===== config.mk =====
export PLATFORM = sky130hd
export DESIGN_NAME = tagArray
export DESIGN_NICKNAME = d
export VERILOG_FILES = /design/src/rtl/cacheGeomPkg.sv /design/src/rtl/tagArray.sv
export SDC_FILE = /design/constraint.sdc
export NUM_CORES = 1
export LEC_CHECK = 0
export ABC_CLOCK_PERIOD_IN_PS = 1900
export BUFFER_PORTS_ARGS = -buffer_cell sky130_fd_sc_hd__buf_2
export CAP_MARGIN = 20
export CORE_UTILIZATION = 56
export CTS_BUF_LIST = sky130_fd_sc_hd__clkbuf_16
export CTS_CLUSTER_DIAMETER = 100
export DETAILED_ROUTE_END_ITERATION = 8
export PLACE_DENSITY_LB_ADDON = 0.1
export SLEW_MARGIN = 20
export SYNTH_ARGS = -nofsm -noshare
export SYNTH_HDL_FRONTEND = slang
export SYNTH_SLANG_ARGS = --single-unit

===== constraint.sdc =====
create_clock -name clk -period 1.9 [get_ports clk]
set_input_delay 0.19 -clock clk [delete_from_list [all_inputs] [get_ports clk]]
set_output_delay 0.19 -clock clk [all_outputs]
set_load 0.005 [all_outputs]

===== src/rtl/cacheGeomPkg.sv =====
`default_nettype none

// Geometry of the read cache and the vector types that name its fields
package cacheGeomPkg;

  ////////////////////
  // Sizes
  ////////////////////

  localparam int numWays      = 4;
  localparam int numSets      = 16;
  localparam int wordsPerLine = 4;

  // Widths of the word address fields, tag above index above offset
  localparam int addrWidth   = 16;
  localparam int offsetWidth = 2;
  localparam int indexWidth  = 4;
  localparam int tagWidth    = addrWidth - indexWidth - offsetWidth;
  localparam int dataWidth   = 32;

  ////////////////////
  // Field types
  ////////////////////

  typedef logic [addrWidth-1:0]   addrT;
  typedef logic [tagWidth-1:0]    tagT;
  typedef logic [indexWidth-1:0]  setIndexT;
  typedef logic [offsetWidth-1:0] wordOffsetT;
  typedef logic [dataWidth-1:0]   wordT;

  // One bit per way, at most one set at a time
  typedef logic [numWays-1:0] wayMaskT;
  // Tree pseudo-LRU needs one bit per internal node
  typedef logic [numWays-2:0] plruBitsT;
  // Line address sent to the backing memory, tag and index together
  typedef logic [tagWidth+indexWidth-1:0] lineAddrT;

endpackage

`default_nettype wire


===== src/rtl/tagArray.sv =====
`timescale 1ns/100ps
`default_nettype none

module tagArray
  import cacheGeomPkg::*;
(
  input  logic     clk,
  input  logic     reset,
  input  logic     lookupEn,
  input  setIndexT lookupIndex,
  input  tagT      lookupTag,
  input  logic     fillEn,
  input  wayMaskT  fillWay,
  input  tagT      fillTag,
  output wayMaskT  wayHit
);

  // Valid bits are control state and start cleared
  wayMaskT [numSets-1:0] validBits;
  // Tag storage, meaningless until the matching valid bit is set
  tagT tagStore [numSets][numWays];

  // Row of the set under lookup, held until the next lookup
  wayMaskT rowValid;
  tagT     rowTags [numWays];
  tagT     reqTagQ;

  ////////////////////
  // Fill side
  ////////////////////

  // A fill marks the chosen way valid in the set of the current request
  always_ff @(posedge clk) begin
    if (reset) begin
      validBits <= '0;
    end else if (fillEn) begin
      validBits[lookupIndex] <= validBits[lookupIndex] | fillWay;
    end
  end

  // The new tag goes only into the way the victim mask selects
  always_ff @(posedge clk) begin
    for (int w = 0; w < numWays; w++) begin
      if (fillEn && fillWay[w]) begin
        tagStore[lookupIndex][w] <= fillTag;
      end
    end
  end

  ////////////////////
  // Lookup side
  ////////////////////

  // The valid row is cleared on reset so no hit can show before a lookup
  always_ff @(posedge clk) begin
    if (reset) begin
      rowValid <= '0;
    end else if (lookupEn) begin
      rowValid <= validBits[lookupIndex];
    end
  end

  // Tags of all ways and the request tag are captured together
  always_ff @(posedge clk) begin
    if (lookupEn) begin
      reqTagQ <= lookupTag;
      for (int w = 0; w < numWays; w++) begin
        rowTags[w] <= tagStore[lookupIndex][w];
      end
    end
  end

  // All ways compare in parallel, and a tag is stored in one way at most
  always_comb begin
    for (int w = 0; w < numWays; w++) begin
      wayHit[w] = rowValid[w] && (rowTags[w] == reqTagQ);
    end
  end

endmodule

`default_nettype wire


Word level (Yosys, flattened, before mapping). Memory sizes are Yosys's and may differ from the RTL's. Cells that the tools add are included.

Register bits: 78. Latch bits: 0. Memory bits (read-only): 0. Memory bits (writable): 680. Logic and storage cells: 51. Memories: 2. Output and inout bits: 4.

Reduce and logical (&&, ||, !) cells: 9. Bitwise operators: 1. Equal/unequal tests: 4. Div/mod/pow operators: 0. Multipliers: 0. Muxes and demuxes: 15. Magnitude comparators: 2. Shift operators: 0. $add $sub $neg: 0.

Memories: tagStore (words 16, width 40, rd ports 1, clocked after memory_dff 0, wr ports 1, RTL line tagArray.sv:21) `tagT tagStore [numSets][numWays];`; rowTags (words 4, width 10, rd ports 4, clocked after memory_dff 0, wr ports 4, RTL line tagArray.sv:25) `tagT rowTags [numWays];`.

Operator list (number): 64-bit bitwise mux (1); 10-bit equality test (4); 4-bit binary-select mux with 4-bit select (1); 4-bit demux with 4-bit select (1); 1-bit two-way mux (10); 1-bit logical AND (9); 4-bit two-way mux (2); 4-bit by 5-bit < comparator with 1-bit output (second input constant) (1); 4-bit by 1-bit >= comparator with 1-bit output (second input constant) (1); 4-bit OR (1).

Depth between registers and ports, before layout. Gate-level depths: netlist (run 1).

Depth in word-level cells: 5. Gate-level depth with buffers: 8. Gate-level depth less buffers: 4.

Worst setup path before layout (run 1). OpenSTA, ideal clock, no wires.

Path type: input-to-reg. Start point: input lookupIndex[0]. End point: memory tagStore[0][20] in the netlist's numbering, enable pin. Path buffers: 4. Arrival time: 1662 ps. Required time: 1524 ps. Setup slack: -138 ps. Stages on the path: 6. Cells stage by stage: buf_6 -> buf_6 -> or3b_1 -> buf_4 -> clkbuf_1 -> nor2_1.

RTL lines: start, declared (RTL line tagArray.sv:10) `input setIndexT lookupIndex,`; end, declared (RTL line tagArray.sv:21).

Straight into the memory's write port.

Final worst setup path (run 1).
Start point: register reqTagQ[3]. End point: output wayHit[1].

Longest elaborated chain between the ends: 2.

Ends and longest elaborated chain: start, declared (RTL line tagArray.sv:26) `tagT reqTagQ;`; start signal, assigned (RTL line tagArray.sv:66) `reqTagQ <= lookupTag;`; 10-bit equality test (RTL line tagArray.sv:76) `wayHit[w] = rowValid[w] && (rowTags[w] == reqTagQ);`; 1-bit logical AND (RTL line tagArray.sv:76); end, declared (RTL line tagArray.sv:15) `output wayMaskT wayHit`.

No other way between the ends.

==> results of run 1 <==
==> area by class of cell <==
class	count	share of cell area
Multi-Input combinational cell	579	0.2057
Timing Repair Buffer	247	0.06726
Clock inverter	54	0.01255
Clock buffer	80	0.05736
Sequential cell	758	0.6327
Tap cell	680	0.02438
==> cells in the final DEF, fill, tap and decap left out, types with 20 or more instances in the layout <==
| cell type | instances |
|---|---|
| buf_4 | 153 |
| buf_12 | 38 |
| nor2_1 | 144 |
| mux4_2 | 200 |
| clkbuf_16 | 80 |
| dfxtp_1 | 68 |
| a311oi_1 | 59 |
| buf_2 | 29 |
| mux2i_1 | 20 |
| edfxtp_1 | 690 |
==> metrics by stage <==
| stage | setup slack [ps] | std cells |
|---|---|---|
| final | -301.2 | 2398 |
| after global placement | -210.5 | 2245 |
| after CTS | -330.5 | 2397 |
| after detailed placement | -187.7 | 2245 |
| after floorplan | -138.0 | 1430 |
| after global routing | -379.6 | 2398 |
==> what timing repair did <==
action | CTS | global route
endpoints found under the hold margin | 25 | 0
endpoints found under the setup margin | 4 | 4
hold buffers | 12 | 0
pin swaps | 14 | 14
resized for setup | 28 | 16
setup buffers | 6 | 1
==> state kept, by name, indices dropped and copies added (netlist names) <==
name       cells
tagStore     640
validBits     64
rowTags       40
reqTagQ       10
rowValid       4
==> report_power, final <==
| group | switching [uW] | internal (uW) | total, uW | leakage (uW) |
|---|---|---|---|---|
| combinational | 1260 | 1060 | 2320 | 0.00340 |
| sequential | 139 | 18500 | 18600 | 0.00681 |
| clock | 6110 | 8550 | 14700 | 0.00127 |
==> per-layer routing <==
layer / part of all wire / routed length (um) / track usage / up-vias
met3: 0.068 / 4642 / 0.05659 / 117
met5: 0 / 0 / 0 / -
li1: - / - / - / 6382
met4: 0.025 / 1691 / 0.07657 / 0
met1: 0.41 / 27900 / 0.3672 / 7869
met2: 0.50 / 33960 / 0.4289 / 572
==> path summary, 6_finish.rpt <==
path / startpoint / to / cells past startpoint
setup / recovery: reqTagQ[3] / wayHit[1] / 6
hold / removal: fillTag[3] / tagStore[11][13] / 1
setup reg to reg: tagStore[3][26] / rowTags[1][6] / 2
hold reg to reg: validBits[44] / validBits[44] / 2
==> critical path: stages (launching register included) <==
cell	delay, ps
edfxtp_1	510
buf_6	200
xnor2_1	150
nand3_1	120
nor3_2	180
buf_4	150
buf_6	90
==> cell families after synthesis <==
logic type,synth area share
AND/OR/NAND/NOR,0.03057
multiplexers,0.1642
flip-flops,0.7492
AO/OA/AOI/OAI,0.02870
buffers and inverters,0.01541
XOR/XNOR,0.01189
==> flow_summary.yaml, run 1 <==
synth:
  synth-edff-count: 690
  syn-num-nets: 1462
  synthFlopType: "edfxtp_1"
  synth_area_per_cell_um2: 20.61
  yosysTopAreaCell: "edfxtp_1"
  async_flop_share: 0
  synth_commonest_cells: "edfxtp_1, mux4_2, nor2_1, dfxtp_1, a311oi_1"
  syn_area_um2: 29470
  yosysSeqAreaShare: 0.7492
  ys_warn_count: 0
  synth.area.top_cells: "edfxtp_1, mux4_2, dfxtp_1"
  yosysMostFrequentCell: "edfxtp_1"
  ys_types: 35
  synthCells: 1430
  synth-seq-cells: 758
  yosys.area.top_type_share: 0.7030
detailed_routing:
  vias_per_cell: 6.230
  wl_per_cell_um: 28.44
  dr_total_vias: 14940
  ant_nets: 0
  post-route-drc-count: 0
  drt_iter0_markers: 1464
  drt_wl_total_um: 68200
  dr.pass1.iters: 6
clock_tree:
  clkTransAtPathRegs_ps: 60
  cts_root_buffer: "clkbuf_16"
  cts.path.max_buffers: 3
  h-tree-depth: 3
  cts_tree: "done"
  cts_buffers: 76
  clkLatencyLatePin_ps: 620
  clock_sinks: 758
timing:
  setup_violations: 4
  tns_ps: -1169
  holdWs_ps: 87.44
  max_freq_mhz: 454.3
  rsz0062_at_grt: "yes"
  period_minus_slack_ps: 2201
  tightest_slew_ps: 1027
  hold_viol_final: 0
  fin_worst_skew_ps: 10.84
  period_share: 1.159
  finalWorstSetupSlack_ps: -301.2
  relSlewSlack: 0.3152
  slew_viol_final: 0
run:
  drv_cap: 0
place:
  portBuffers: 35
  dp_hpwl_um: 43090
  gp_congestion: 0.8072
  place_area_um2: 32000
setup_path:
  path_class: "reg2out"
  cp-end-kind: "output pin"
  r2r_slack_ps: 230
  crit_path_start_kind: "register"
  path_max_fanout: 3
  critPathArrivalTime_ps: 2010
  cp.required_ps: 1710
global_routing:
  grt.total_usage: 0.2651
  grt_max_degree: 65
  antenna_found_initial: 1
  grt_pass1_vias: 15302
  grt_pass1_wl_um: 100500
  overflow: 0
power:
  totalPowerFinal_uw: 35630
  ir_worst_vdd_uv: 886.5
  leakage_uw: 0.01148
  powerDensity_nw_per_um2: 1021
outcome:
  outcome: "finished with violations"
  failed_checks: "setup timing"
die:
  core_um2: 51610
  initial_core_util: 0.5710
  ios: 36
  dieArea_um2: 53550
  die-width_um: 231.4
  dieHeight_um: 231.4
  rows: 83
cells_and_area:
  seq_area_um2: 22080
  multiInputGateArea_um2: 7179
  nets: 1694
  utilization: 0.6762
  n_fill_cell: 3244
  syn2layout_area_growth_pct: 18.41
  design_area_um2: 34900
  drive_gt1_frac: 0.3539
  n_antenna_cell: 0
min_path:
  min_path_type: "in2reg"
Power figures use the tool's default switching activity.
==> run 2: changes to the inputs <==
--- a/config.mk
+++ b/config.mk
@@ -13,6 +13,7 @@
 export CTS_CLUSTER_DIAMETER = 100
 export DETAILED_ROUTE_END_ITERATION = 8
 export PLACE_DENSITY_LB_ADDON = 0.1
+export SKIP_LAST_GASP = 1
 export SLEW_MARGIN = 20
 export SYNTH_ARGS = -nofsm -noshare
 export SYNTH_HDL_FRONTEND = slang
==> flow_summary.yaml, run 2 (same netlist as run 1, synthesis figures left out) <==
outcome:
  outcome: "finished with violations"
  failed_checks: "setup timing"
timing:
  rsz0062_at_grt: "yes"
  finalWorstSetupSlack_ps: -313.3
  period_share: 1.165
  hold_viol_final: 0
  relSlewSlack: 0.2893
  setup_violations: 4
  period_minus_slack_ps: 2213
  holdWs_ps: 85.87
  fin_worst_skew_ps: 11.96
  max_freq_mhz: 451.8
  tightest_slew_ps: 1066
  slew_viol_final: 0
detailed_routing:
  dr.pass1.iters: 5
  drt_wl_total_um: 68160
  vias_per_cell: 6.227
  wl_per_cell_um: 28.43
  post-route-drc-count: 0
  drt_iter0_markers: 1472
  dr_total_vias: 14927
  ant_nets: 0
clock_tree:
  cts.path.max_buffers: 3
  cts_tree: "done"
  clkLatencyLatePin_ps: 620
  clock_sinks: 758
  clkTransAtPathRegs_ps: 60
  h-tree-depth: 3
  cts_root_buffer: "clkbuf_16"
  cts_buffers: 76
setup_path:
  cp.required_ps: 1710
  path_max_fanout: 4
  critPathArrivalTime_ps: 2020
  crit_family: "buffers and inverters"
  path_cells: "buf_6 > buf_4 > xnor2_2 > nand4_1 > nor3_2 > buf_2"
  crit_path_start_kind: "register"
  cp_slowest_stage_delay_ps: 390
  crit_buf_inv: 3
  path_class: "reg2out"
  cp-end-kind: "output pin"
  cp_slowest_cell: "edfxtp_1"
place:
  dp_hpwl_um: 43090
  gp_congestion: 0.8072
  dp_slack_ps: -187.7
  portBuffers: 35
cells_and_area:
  utilization: 0.6751
  drive_gt1_frac: 0.3518
  n_antenna_cell: 0
  largest_reg_flops: 640
  regMostFlops: "tagStore"
  layout_commonest_cell: "edfxtp_1"
  mostFrequentLayoutCells: "edfxtp_1, mux4_2, buf_4"
  reg_top3: "tagStore x640, validBits x64, rowTags x40"
  syn2layout_area_growth_pct: 18.23
  nets: 1693
power:
  ir_worst_vdd_uv: 884.6
  leakage_uw: 0.01145
  powerDensity_nw_per_um2: 1022
min_path:
  min_path_type: "in2reg"
die:
  dieHeight_um: 231.4
  ios: 36
  dieArea_um2: 53550
  die-width_um: 231.4
  initial_core_util: 0.5710
  rows: 83
  core_um2: 51610
global_routing:
  grt_max_degree: 65
  grt_pass1_vias: 15294
  antenna_found_initial: 1
  grt.total_usage: 0.2651
  overflow: 0
  grt_pass1_wl_um: 100500
run:
  drv_cap: 0
-- run 2: routing by layer --
metal	up-vias	GRT usage	routed length, um
met5	-	0	0
met4	0	0.07657	1704
met3	109	0.05659	4824
met2	548	0.4287	33970
met1	7895	0.3673	27660
li1	6375	-	-
-- run 2: worst paths after layout --
| kind | slack (ps) | start | depth (start not counted) | endpoint |
|---|---|---|---|---|
| max | -310 | reqTagQ[8] | 6 | wayHit[3] |
| min | 90 | fillTag[8] | 1 | tagStore[11][18] |
| max reg2reg | 220 | tagStore[3][26] | 2 | rowTags[1][6] |
| min reg2reg | 500 | validBits[44] | 2 | validBits[44] |
-- run 2: layout make-up --
cell class	instances	area, um^2
Sequential cell	758	22080
Fill cell	3251	16770
Multi-Input combinational cell	579	7146
Timing Repair Buffer	246	2328
Clock buffer	80	2002
Tap cell	680	850.8
Clock inverter	54	437.9
-- run 2: what timing repair did --
item                                    in CTS  in global routing
hold endpoints to repair                    25                  0
pin swaps                                   11                 12
setup buffers                                6                  0
hold buffers                                12                  0
endpoints found under the setup margin       4                  4
resized for setup                           25                 15
-- run 2: worst register-to-register path, delay by kind of cell (launching register included) --
family	cells	cell delay, ps
flops	1	360
mux	2	1050
-- run 2: report_power, final --
part | internal [uW] | leakage, uW | total [uW] | switching [uW]
Combinational | 1050 | 0.00337 | 2300 | 1250
Sequential | 18500 | 0.00681 | 18600 | 135
Clock | 8550 | 0.00127 | 14700 | 6120
-- run 2: through the flow --
step	cells	cell area [um^2]	TNS [ps]	total power [uW]
6_report	2397	34850	-1132	35620
5_1_grt	2397	34850	-1483	36600
4_1_cts	2397	34750	-1259	35840
3_5_place_dp	2245	32000	-31190	21180
3_3_place_gp	2245	32000	-26220	21130
2_1_floorplan	1430	29500	-34950	20120
