### config.mk
export PLATFORM = sky130hd
export DESIGN_NAME = cacheController
export DESIGN_NICKNAME = d
export VERILOG_FILES = /design/src/rtl/cacheCtrlPkg.sv /design/src/rtl/cacheGeomPkg.sv /design/src/rtl/cacheController.sv
export SDC_FILE = /design/constraint.sdc
export NUM_CORES = 1
export LEC_CHECK = 0
export BUFFER_PORTS_ARGS = -buffer_cell sky130_fd_sc_hd__buf_2
export CELL_PAD_IN_SITES_DETAIL_PLACEMENT = 1
export CELL_PAD_IN_SITES_GLOBAL_PLACEMENT = 2
export CORE_UTILIZATION = 23
export CTS_BUF_LIST = sky130_fd_sc_hd__clkbuf_4 sky130_fd_sc_hd__clkbuf_8 sky130_fd_sc_hd__clkbuf_16
export DETAILED_ROUTE_END_ITERATION = 8
export GPL_TIMING_DRIVEN = 1
export HOLD_SLACK_MARGIN = 0.06
export MAX_ROUTING_LAYER = met4
export PLACE_DENSITY_LB_ADDON = 0.1
export SLEW_MARGIN = 20
export SYNTH_ARGS = -nofsm -noshare
export SYNTH_HDL_FRONTEND = slang
export SYNTH_SLANG_ARGS = --single-unit
### constraint.sdc
create_clock -name clk -period 1.74 [get_ports clk]
set_clock_uncertainty 0.1 [all_clocks]
set_input_delay 0.174 -clock clk [delete_from_list [all_inputs] [get_ports clk]]
set_output_delay 0.174 -clock clk [all_outputs]
set_load 0.03 [all_outputs]
### src/rtl/cacheCtrlPkg.sv
`default_nettype none

// Types private to the cache controller
package cacheCtrlPkg;

  // States of the controller, one request at a time
  typedef enum logic [2:0] {
    idleS,
    lookupS,
    compareS,
    fillWaitS,
    fillS,
    replayS,
    respondS
  } cacheStateT;

  // Counts the memory strobes of one line fill
  localparam int fillCountWidth = 2;
  typedef logic [fillCountWidth-1:0] fillCountT;

endpackage

`default_nettype wire

### src/rtl/cacheGeomPkg.sv
`default_nettype none

// Geometry of the read cache and the vector types that name its fields
package cacheGeomPkg;

  ////////////////////
  // Sizes
  ////////////////////

  localparam int numWays      = 4;
  localparam int numSets      = 16;
  localparam int wordsPerLine = 4;

  // Widths of the word address fields, tag above index above offset
  localparam int addrWidth   = 16;
  localparam int offsetWidth = 2;
  localparam int indexWidth  = 4;
  localparam int tagWidth    = addrWidth - indexWidth - offsetWidth;
  localparam int dataWidth   = 32;

  ////////////////////
  // Field types
  ////////////////////

  typedef logic [addrWidth-1:0]   addrT;
  typedef logic [tagWidth-1:0]    tagT;
  typedef logic [indexWidth-1:0]  setIndexT;
  typedef logic [offsetWidth-1:0] wordOffsetT;
  typedef logic [dataWidth-1:0]   wordT;

  // One bit per way, at most one set at a time
  typedef logic [numWays-1:0] wayMaskT;
  // Tree pseudo-LRU needs one bit per internal node
  typedef logic [numWays-2:0] plruBitsT;
  // Line address sent to the backing memory, tag and index together
  typedef logic [tagWidth+indexWidth-1:0] lineAddrT;

endpackage

`default_nettype wire

### src/rtl/cacheController.sv
`timescale 1ns/100ps
`default_nettype none

module cacheController
  import cacheGeomPkg::*;
  import cacheCtrlPkg::*;
(
  input  logic       clk,
  input  logic       reset,
  input  logic       reqValid,
  input  addrT       reqAddr,
  output logic       ready,
  output logic       respValid,
  output logic       respHit,
  output wordT       respData,
  output logic       memReq,
  output lineAddrT   memLineAddr,
  input  logic       memValid,
  output logic       lookupEn,
  output setIndexT   lookupIndex,
  output tagT        lookupTag,
  output wordOffsetT reqOffset,
  output logic       fillEn,
  output wayMaskT    fillWay,
  output tagT        fillTag,
  output wordOffsetT fillOffset,
  output logic       plruUpdate,
  output wayMaskT    accessWay,
  input  wayMaskT    wayHit,
  input  wayMaskT    victimWay,
  input  wordT       readWord
);

  cacheStateT state;
  cacheStateT stateNext;

  // The request being served and whether it had to be refilled
  addrT      reqAddrQ;
  logic      missed;
  fillCountT fillCount;

  logic lineHit;
  logic lastStrobe;

  assign lineHit    = |wayHit;
  assign lastStrobe = memValid && (fillCount == fillCountT'(wordsPerLine - 1));

  // Fields of the latched address feed the arrays for the whole request
  assign lookupTag   = reqAddrQ[addrWidth-1 -: tagWidth];
  assign lookupIndex = reqAddrQ[offsetWidth +: indexWidth];
  assign reqOffset   = reqAddrQ[offsetWidth-1:0];
  assign memLineAddr = reqAddrQ[addrWidth-1:offsetWidth];
  assign fillTag     = lookupTag;
  assign fillOffset  = fillCount;

  ////////////////////
  // State machine
  ////////////////////

  always_comb begin
    stateNext = state;
    case (state)
      idleS: begin
        if (reqValid) begin
          stateNext = lookupS;
        end
      end
      lookupS:   stateNext = compareS;
      compareS:  stateNext = lineHit ? respondS : fillWaitS;
      // Memory strobes may come with gaps, so wait for all four
      fillWaitS: begin
        if (lastStrobe) begin
          stateNext = fillS;
        end
      end
      // Line complete, the last word is in place before the reread
      fillS:     stateNext = replayS;
      replayS:   stateNext = compareS;
      respondS:  stateNext = idleS;
      default:   stateNext = idleS;
    endcase
  end

  always_ff @(posedge clk) begin
    if (reset) begin
      state     <= idleS;
      missed    <= 1'b0;
      fillCount <= '0;
    end else begin
      state <= stateNext;
      // The miss flag lives from acceptance to the replayed hit
      if (ready && reqValid) begin
        missed <= 1'b0;
      end else if (memReq) begin
        missed <= 1'b1;
      end
      if (memReq) begin
        fillCount <= '0;
      end else if (fillEn) begin
        fillCount <= fillCount + 1'b1;
      end
    end
  end

  ////////////////////
  // Request and response
  ////////////////////

  // Victim is taken from the same tree read as the failed compare
  always_ff @(posedge clk) begin
    if (ready && reqValid) begin
      reqAddrQ <= reqAddr;
    end
    if (memReq) begin
      fillWay <= victimWay;
    end
    if ((state == compareS) && lineHit) begin
      respData <= readWord;
      respHit  <= ~missed;
    end
  end

  // New requests only enter while idle
  assign ready     = (state == idleS);
  assign lookupEn  = (state == lookupS) || (state == replayS);
  assign memReq    = (state == compareS) && !lineHit;
  assign fillEn    = (state == fillWaitS) && memValid;
  assign respValid = (state == respondS);

  // One replacement update per request, at the compare that hits
  // After a miss this is the replay, so the refilled way is marked used
  assign plruUpdate = (state == compareS) && lineHit;
  assign accessWay  = wayHit;

endmodule

`default_nettype wire

## Word-level counts from Yosys, hierarchy flattened

Index checks and enable logic that the tools add are counted.

- Bits in registers: 59
- Bits of input ports: 60

- Add/sub/neg operators: 1
- Equal/unequal tests: 9
- Muxes and demuxes: 4
- Bitwise gates (word level): 1
- Reduce and logical (&&, ||, !) cells: 13

Operator list:

| kind | number |
|---|---|
| 3-bit one-hot mux with 5 select lines | 1 |
| 3-bit equality test (second input constant) | 3 |
| 3-bit two-way mux | 3 |
| 3-bit by 2-bit equality test with 1-bit output (second input constant) | 2 |
| 2-bit OR reduction | 3 |
| 1-bit logical AND | 5 |
| 2-bit != test (second input constant) | 2 |
| 4-bit OR reduction | 1 |
| 3-bit by 1-bit equality test with 1-bit output (second input constant) | 1 |
| 3-bit logical NOT | 1 |
| 2-bit by 1-bit adder with 2-bit output (second input constant) | 1 |
| 2-bit equality test (second input constant) | 1 |
| 2-bit AND reduction | 1 |
| 1-bit logical NOT | 1 |
| 1-bit logical OR | 1 |
| 1-bit inverter | 1 |

## Depth between registers and ports, before layout

Gate-level depths: netlist of the first run.

- Depth after elaboration: 4
- Mapped depth: 4
- Gate-level depth less buffers: 4

## Worst setup path after synthesis of the first run

Ideal clock, no wire load.

- Kind: flip-flop to flip-flop
- Start: register state[2]
- End: register respData[0] (enable)
- Library setup time: 396 ps
- Arrival time: 1,533 ps
- Slack: -289 ps
- Stages on the path, launching flop included: 5
- Buffers on the path: 1
- Clock period less this slack: 2,029 ps
- Cell sequence: dfxtp_1 > buf_4 > nor2_1 > nand3b_1 > inv_1

- Longest elaborated chain between the ends: 2

Ends and longest elaborated chain:

| item | RTL line | text |
|---|---|---|
| start, declared | cacheController.sv:34 | `cacheStateT state;` |
| start signal, assigned | cacheController.sv:86 | `state <= idleS;` |
| start signal, assigned | cacheController.sv:90 | `state <= stateNext;` |
| 3-bit by 2-bit equality test with 1-bit output | n/a |  |
| 1-bit logical AND | n/a |  |
| via plruUpdate | cacheController.sv:27 | `output logic plruUpdate,` |
| end signal, assigned | cacheController.sv:118 | `respData <= readWord;` |
| end, declared | cacheController.sv:15 | `output wordT respData,` |

The timed path passes the listed nets, and every way through them passes these cells.
A chain may end at the register's enable or synchronous reset.

## Worst setup path in the final report of the first run

- Start: register state[2]
- End: output plruUpdate

- Longest elaborated chain between the ends: 2

Ends and longest elaborated chain:

| item | RTL line | text |
|---|---|---|
| 3-bit by 2-bit equality test with 1-bit output | cacheController.sv:132 | `assign plruUpdate = (state == compareS) && lineHit;` |
| 1-bit logical AND | cacheController.sv:132 |  |
| end, declared | cacheController.sv:27 |  |

Every way passes these cells.

==> results of run 1 <==
flip-flops by register name, summed over array words and instances, names as in the netlist:
register / count
fillOffset: 2
fillWay: 4
missed: 1
reqAddrQ: 16
respData: 32
respHit: 1
state: 3
metrics by stage:
stage                     worst slack [ns]  std cells  hold slack [ns]   util
after floorplan                    -0.0121        121            0.143      -
after global placement             -0.0246        377            0.251  0.321
after detailed placement           -0.0444        377            0.253  0.321
after CTS                           0.0789        447           0.0637  0.400
after global routing               0.00181        447            0.101  0.400
final                                0.116        447           0.0813  0.400
report_power, final:
part / switching [uW] / total [uW] / internal, uW
Sequential: 38.8 / 1710 / 1670
Clock: 518 / 1180 / 664
Combinational: 502 / 796 / 294
cells in the mapped netlist, types with 2 or more instances:
cell	number	area (um^2)
a31oi_1	2	12.5
buf_4	31	233
dfxtp_1	6	120
edfxtp_1	53	1590
inv_1	3	11.3
nand2_1	2	7.51
nand3b_1	2	15.0
nor2_1	3	11.3
nor3_1	4	20.0
layout make-up:
cell class                      count  area [um^2]  area share
Timing Repair Buffer              212         1380       0.373
Inverter                            3         15.0     0.00407
Tap cell                          129          161      0.0437
Multi-Input combinational cell     28          238      0.0644
Sequential cell                    59         1710       0.464
Clock inverter                      6         56.3      0.0152
Clock buffer                       10          131      0.0356
worst register-to-register path, stage by stage (launching register included):
cell and delay [ns]:
dfxtp_1 0.31, nor2_1 0.18, nand3b_1 0.18, clkinvlp_4 0.15
buf_4 0.22, buf_12 0.17
worst paths after layout:
check | endpoint | cells after the start
worst min register to register | respHit$_DFFE_PP_ | 1
worst min-delay path | state[0]$_SDFFE_PP0P_ | 3
worst max register to register | respData[21]$_DFFE_PP_ | 5
worst max-delay path | plruUpdate | 4
timing repair:
item	in CTS	in global routing
setup buffers	1	0
pin swaps	0	1
hold endpoints to repair	57	0
hold buffers	53	0
gates resized for setup	0	0
endpoints found under the setup margin	1	1
metal layers:
metal / vias to the layer above / GRT usage / routed length, um
li1: 801 / - / -
met1: 799 / 0.123 / 2190
met2: 91 / 0.238 / 3370
met3: 9 / 0.0513 / 407
met4: 0 / 0.0441 / 77
met5: - / - / 0
cell families after synthesis:
group	Yosys count	share of synthesized area
fa+ha+maj	1	0.00570
buf+inv	34	0.111
compound gates	6	0.0194
simple gates	19	0.0747
xor+xnor	1	0.00399
mux	1	0.00456
flops	59	0.780
==> run summary, run 1 <==
Hold Path Class: in2reg
CTS tree: built
Fin Setup TNS: 0 ns
Max-cap violations: 0
CP Max Fanout: 3
Placed cell areas: 2970 um^2
Hold path startpoint: reqValid
Vias: 1,700
Fin. max-slew vios: 0
Root Driver: clkbuf_8
Boundary Pins: 149
Cell family with most CP delay: simple AND/OR/NAND/NOR gates
Clk Latency, worst-skew pair: 0.33 ns
1st-pass router iterations: 4
Initial antenna violation count: 0
Crit. End Element: output port
TritonCTS buffer count: 9
Die H: 99.7 um
Area Overhead vs Synth: 68.3%
Largest net degree at the start of global routing: 15
Synth async-reset ratio: 0
Ratio of cells with drive above 1 in the final layout: 0.563
First-iteration detailed-routing DRC count: 38
Final Hold Fails: 0
Outcome: finished clean
Worst R2R Setup Slack: 0.15 ns
Core area: 9240 um^2
Detail Placement HPWL: 4300 um
Critical path launch point type: register
Final instance area: 3690 um^2
Slowest CP cell: dfxtp_1
Die Area: 9930 um^2
IO buf count: 148
Chip Width: 99.7 um
Initial Utilization: 0.237
Sum of buffers and inverters on the critical path: 2
CP required: 1.47 ns
Synth Cell Area: 2190 um^2
Worst vdd ir: 0.000358 V
Max Buffers Root-to-Sink: 2
Nets: 374
Detail Route Antenna Nets: 0
Routed wire per std cell: 13.5 um
Final period util: 0.934
ANT cells: 0
Routed vias/inst: 3.80
Overall routing resource usage: 0.130
H-Tree Depth: 3
Grt ovf: 0
Synth warn: 0
First-pass GRT wire length: 9050 um
GPL Wtd Cong: 0.682
EDFF count, synth: 53
Mapped Cells: 121
Worst rel slew slack: 0.827
Clock sinks: 59
FP Rows: 35
Vias in the first global route: 1,785
Power Dens Cells: 998 nW/um^2
Commonest non-fill, non-tap cell in the layout: buf_2
Most frequent cells in the layout: buf_2 (148), edfxtp_1 (53), dlygate4sd3_1 (53)
Worst EP arrival: 1.35 ns
Finish-stage setup viols: 0
CTS clk-pin slew, worst paths: 0.06 ns
Post-Syn Nets: 182
Critical path, cell by cell: nor2_1 -> nand3b_1 -> clkinvlp_4 -> buf_2
Sequential fraction of the synthesis area: 0.780
F_max: 0.616 GHz
Critical path class: reg2out
Slowest Stage Delay on Critical Path: 0.31 ns
Worst Max-Slew Pin Slew: 0.257 ns
Seq cells post-synth: 59
Average size of a mapped cell: 18.1 um^2
Total power: 3680 uW
Primary FF master, synth: edfxtp_1
FF-to-FF Start: state[2]$_SDFFE_PP0P_
Distinct cells, synth: 24
Critical Path Start: state[2]$_SDFFE_PP0P_
Filler cell count: 1,004
P_leak: 0.00163 uW
DRC: 0
Shortest period the worst path allows: 1.62 ns
RSZ-0062 raised after global routing: no
DRT Wirelength: 6050 um
Power figures use the tool's default switching activity.
==> inputs of run 2 (changes only) <==
- CELL_PAD_IN_SITES_DETAIL_PLACEMENT: 1 -> not set
- CELL_PAD_IN_SITES_GLOBAL_PLACEMENT: 2 -> not set
- CORE_UTILIZATION: 23 -> 37
- PLACE_DENSITY: not set -> 0.75
- PLACE_DENSITY_LB_ADDON: 0.1 -> not set
==> run summary, run 2 (synthesis gave the netlist of run 1 again) <==
Outcome: finished clean
Area Overhead vs Synth: 63.9%
Max-cap violations: 0
Commonest non-fill, non-tap cell in the layout: buf_2
Filler cell count: 445
Worst vdd ir: 0.000694 V
Largest registers: respData (32), reqAddrQ (16), fillWay (4)
Worst Slack Setup Final: 0.0771 ns
Top layer reached by signal wires: met4
Crit. End Element: output port
CP Max Fanout: 6
Detail Placement HPWL: 3610 um
Fin. max-slew vios: 0
RSZ-0062 raised after global routing: no
CTS tree: built
Chip Width: 79.0 um
Clk Latency, worst-skew pair: 0.32 ns
Critical path launch point type: register
H-Tree Depth: 3
Vias: 1,680
Wire length on met2: 3150 um
Vias in the first global route: 1,633
IO buf count: 148
Core area: 5610 um^2
Most flops, register: respData
First-pass GRT wire length: 7910 um
DRC: 0
Shortest period the worst path allows: 1.66 ns
CP required: 1.47 ns
Die Area: 6240 um^2
Initial Utilization: 0.391
Critical path class: reg2out
Placed cell areas: 2850 um^2
Cell family with most CP delay: buffers and inverters
ANT cells: 0
CTS clk-pin slew, worst paths: 0.06 ns
Final Hold Fails: 0
Root Driver: clkbuf_8
Critical path, cell by cell: nor2_1 -> nand3b_1 -> clkinvlp_4 -> buf_2
Boundary Pins: 149
FP Rows: 27
Grt ovf: 0
Met1 wire length: 1840 um
Total power: 3620 uW
P_leak: 0.00161 uW
Routed wire per std cell: 14.1 um
Final period util: 0.956
Nets: 373
Die H: 79.0 um
Final instance area: 3590 um^2
Overall routing resource usage: 0.184
Power Dens Cells: 1010 nW/um^2
1st-pass router iterations: 5
Routed vias/inst: 4.33
Worst Max-Slew Pin Slew: 0.243 ns
Slowest CP cell: dfxtp_1
F_max: 0.601 GHz
Largest net degree at the start of global routing: 25
Hold Path Class: in2reg
First-iteration detailed-routing DRC count: 54
Post-layout util: 0.641
Max reg flops: 32
TritonCTS buffer count: 9
WL met3: 371 um
Worst EP arrival: 1.39 ns
Ratio of cells with drive above 1 in the final layout: 0.557
Clock sinks: 59
Worst rel slew slack: 0.837
Slowest Stage Delay on Critical Path: 0.35 ns
DRT Wirelength: 5470 um
Pre-CTS setup slack: 0.123 ns
GPL Wtd Cong: 0.750
Sum of buffers and inverters on the critical path: 2
Detail Route Antenna Nets: 0
Max Buffers Root-to-Sink: 2
Most frequent cells in the layout: buf_2 (148), edfxtp_1 (53), dlygate4sd3_1 (53)
Finish-stage setup viols: 0
Initial antenna violation count: 0
==> run 2: cell types whose count changed in the layout (fill, tap and decap cells not counted) <==
cell / before / now
clkinv_2: 3 / 1
buf_12: 2 / 1
clkbuf_4: 1 / 0
clkinv_1: 1 / 2
clkinvlp_4: 2 / 3
==> run 2: stage by stage <==
step | setup TNS, ns | std cells | hold slack [ns]
2_1_floorplan | -0.399 | 121 | 0.143
5_1_grt | 0 | 388 | 0.136
6_report | 0 | 388 | 0.105
3_5_place_dp | 0 | 316 | 0.252
3_3_place_gp | 0 | 316 | 0.251
4_1_cts | 0 | 384 | 0.0976
==> run 2: final timing paths <==
path | startpoint | endpoint | slack, ns | cells past startpoint
setup / recovery | state[0]$_SDFFE_PP0P_ | plruUpdate | 0.08 | 4
hold reg to reg | missed$_SDFFE_PP0P_ | respHit$_DFFE_PP_ | 0.37 | 1
hold / removal | reqValid | state[0]$_SDFFE_PP0P_ | 0.11 | 3
setup reg to reg | state[0]$_SDFFE_PP0P_ | respData[17]$_DFFE_PP_ | 0.17 | 5
==> run 2: final cells by class <==
cell class | count | area (um^2) | area share
well taps | 72 | 90.1 | 0.0251
clock buffers | 9 | 124 | 0.0345
clock inverters | 6 | 57.6 | 0.0160
repair buffers | 211 | 1360 | 0.378
multi-input cells | 28 | 238 | 0.0661
inverters | 3 | 15.0 | 0.00418
flip-flops and latches | 59 | 1710 | 0.476
==> run 2: worst min-delay path, stage by stage <==
cell and delay (ns):
buf_2 0.11, o21ai_0 0.07, a31oi_1 0.13
==> run 2: layer usage <==
| metal | GRT usage | vias to the layer above |
|---|---|---|
| met5 | - | - |
| met4 | 0.0782 | 0 |
| met3 | 0.0575 | 10 |
| met2 | 0.349 | 85 |
| met1 | 0.167 | 787 |
| li1 | - | 798 |
==> run 2: power by group <==
group	switching, uW	internal [uW]
combinational	495	284
sequential	38.5	1670
clock	499	639
==> run 2: repair_timing <==
| item | CTS | global route |
|---|---|---|
| hold endpoints to repair | 57 | 0 |
| setup buffers | 0 | 4 |
| resized for setup | 0 | 0 |
| setup endpoints to repair | 0 | 1 |
| hold buffers | 53 | 0 |
==> inputs of run 3 (changes only) <==
- SETUP_SLACK_MARGIN: not set -> 0.15
==> run summary, run 3 (synthesis gave the netlist of run 1 again) <==
Chip Width: 79.0 um
Critical path, cell by cell: buf_4 -> nand4b_4 -> inv_1 -> buf_4
CP required: 1.47 ns
P_leak: 0.00162 uW
Worst vdd ir: 0.000643 V
F_max: 0.658 GHz
Boundary Pins: 149
Initial Utilization: 0.391
Clk pwr share: 0.322
Fin Setup TNS: 0 ns
WL met3: 330 um
Pre-CTS setup slack: 0.148 ns
Largest registers: respData (32), reqAddrQ (16), fillWay (4)
ANT cells: 0
DRT Wirelength: 5450 um
Max reg flops: 32
Worst EP arrival: 1.25 ns
Overall routing resource usage: 0.187
TritonCTS buffer count: 9
Slowest CP cell: dfxtp_1
Critical path launch point type: register
Net Sw Frac: 0.289
RSZ-0062 raised after global routing: yes
Placed cell areas: 2860 um^2
1st-pass router iterations: 4
Outcome: finished clean
Hold Path Class: in2reg
Final instance area: 3630 um^2
Ratio of cells with drive above 1 in the final layout: 0.572
Commonest non-fill, non-tap cell in the layout: buf_2
Crit-path most repeated cell: buf_4
Shortest period the worst path allows: 1.52 ns
Critical path class: reg2out
Top layer reached by signal wires: met4
CTS tree: built
CP Max Fanout: 9
Area Overhead vs Synth: 65.5%
Max Buffers Root-to-Sink: 2
Core area: 5610 um^2
Initial antenna violation count: 0
Largest net degree at the start of global routing: 20
Met1 wire length: 1730 um
Wire length on met2: 3210 um
IO buf count: 148
Grt ovf: 0
Detail Placement HPWL: 3560 um
Detail Route Antenna Nets: 0
Max-cap violations: 0
Part of the power in registers: 0.466
First-pass GRT wire length: 7920 um
Most frequent cells in the layout: buf_2 (144), edfxtp_1 (53), dlygate4sd3_1 (53)
Vias in the first global route: 1,694
H-Tree Depth: 3
Worst rel slew slack: 0.837
Fin. max-slew vios: 0
Clock sinks: 59
Root Driver: clkbuf_8
Clk Latency, worst-skew pair: 0.33 ns
Nets: 374
GPL Wtd Cong: 0.792
Number of instances in the placed design: 317
Slowest Stage Delay on Critical Path: 0.33 ns
Die H: 79.0 um
Die Area: 6240 um^2
Finish-stage setup viols: 0
Power Dens Cells: 1010 nW/um^2
Filler cell count: 435
Worst Slack Setup Final: 0.221 ns
Final Hold Fails: 0
Routed wire per std cell: 14.0 um
CTS clk-pin slew, worst paths: 0.07 ns
Routed vias/inst: 4.40
FP Rows: 27
Non-filler instance count after layout: 390
DRC: 0
Most flops, register: respData
Vias: 1,717
Switching pwr: 1060 uW
Internal Power: 2610 uW
Final period util: 0.873
Worst Max-Slew Pin Slew: 0.243 ns
Crit. End Element: output port
First-iteration detailed-routing DRC count: 50
Comb power frac: 0.212
Hold WS: 0.0956 ns
-- run 3: metrics by stage --
step           total power (uW)   util
2_1_floorplan              2230      -
3_3_place_gp               2390  0.510
3_5_place_dp               2410  0.510
4_1_cts                    3700  0.641
5_1_grt                    3830  0.647
6_report                   3670  0.647
-- run 3: per-layer routing --
| layer | GRT usage | up-vias |
|---|---|---|
| met4 | 0.105 | 0 |
| li1 | - | 804 |
| met5 | - | - |
| met2 | 0.368 | 93 |
| met3 | 0.0563 | 16 |
| met1 | 0.146 | 804 |
-- run 3: cell type report --
class / count / area (um^2) / share of cell area
Sequential cell: 59 / 1720 / 0.473
Timing Repair Buffer: 212 / 1380 / 0.379
Multi-Input combinational cell: 28 / 240 / 0.0662
Clock buffer: 9 / 124 / 0.0341
Tap cell: 72 / 90.1 / 0.0248
Clock inverter: 7 / 67.6 / 0.0186
Inverter: 3 / 15.0 / 0.00414
-- run 3: final timing paths --
check / from / to / slack [ns] / cells after the start
setup / recovery: state[2]$_SDFFE_PP0P_ / fillEn / 0.22 / 4
setup reg to reg: state[2]$_SDFFE_PP0P_ / respData[19]$_DFFE_PP_ / 0.30 / 5
hold / removal: reqValid / state[0]$_SDFFE_PP0P_ / 0.1 / 3
hold reg to reg: missed$_SDFFE_PP0P_ / respHit$_DFFE_PP_ / 0.36 / 1
-- run 3: power by group through the flow --
| stage | registers (uW) | logic (uW) | clock network (uW) |
|---|---|---|---|
| 3_5_place_dp | 1740 | 668 | 0 |
| 5_1_grt | 1720 | 821 | 1290 |
| 2_1_floorplan | 1910 | 325 | 0 |
| 3_3_place_gp | 1730 | 660 | 0 |
| 6_report | 1710 | 778 | 1180 |
| 4_1_cts | 1710 | 768 | 1220 |
-- run 3: repair_timing --
item | CTS | global route
hold buffers | 53 | 0
setup buffers | 1 | 3
endpoints found under the setup margin | 3 | 6
resized for setup | 3 | 6
endpoints found under the hold margin | 57 | 0
-- run 3: worst max-delay path, delay by kind of cell, from the launching register on --
kind | cells | cell delay (ns)
buffers and inverters | 3 | 0.40
and+or+nand+nor | 1 | 0.20
DFF | 1 | 0.33
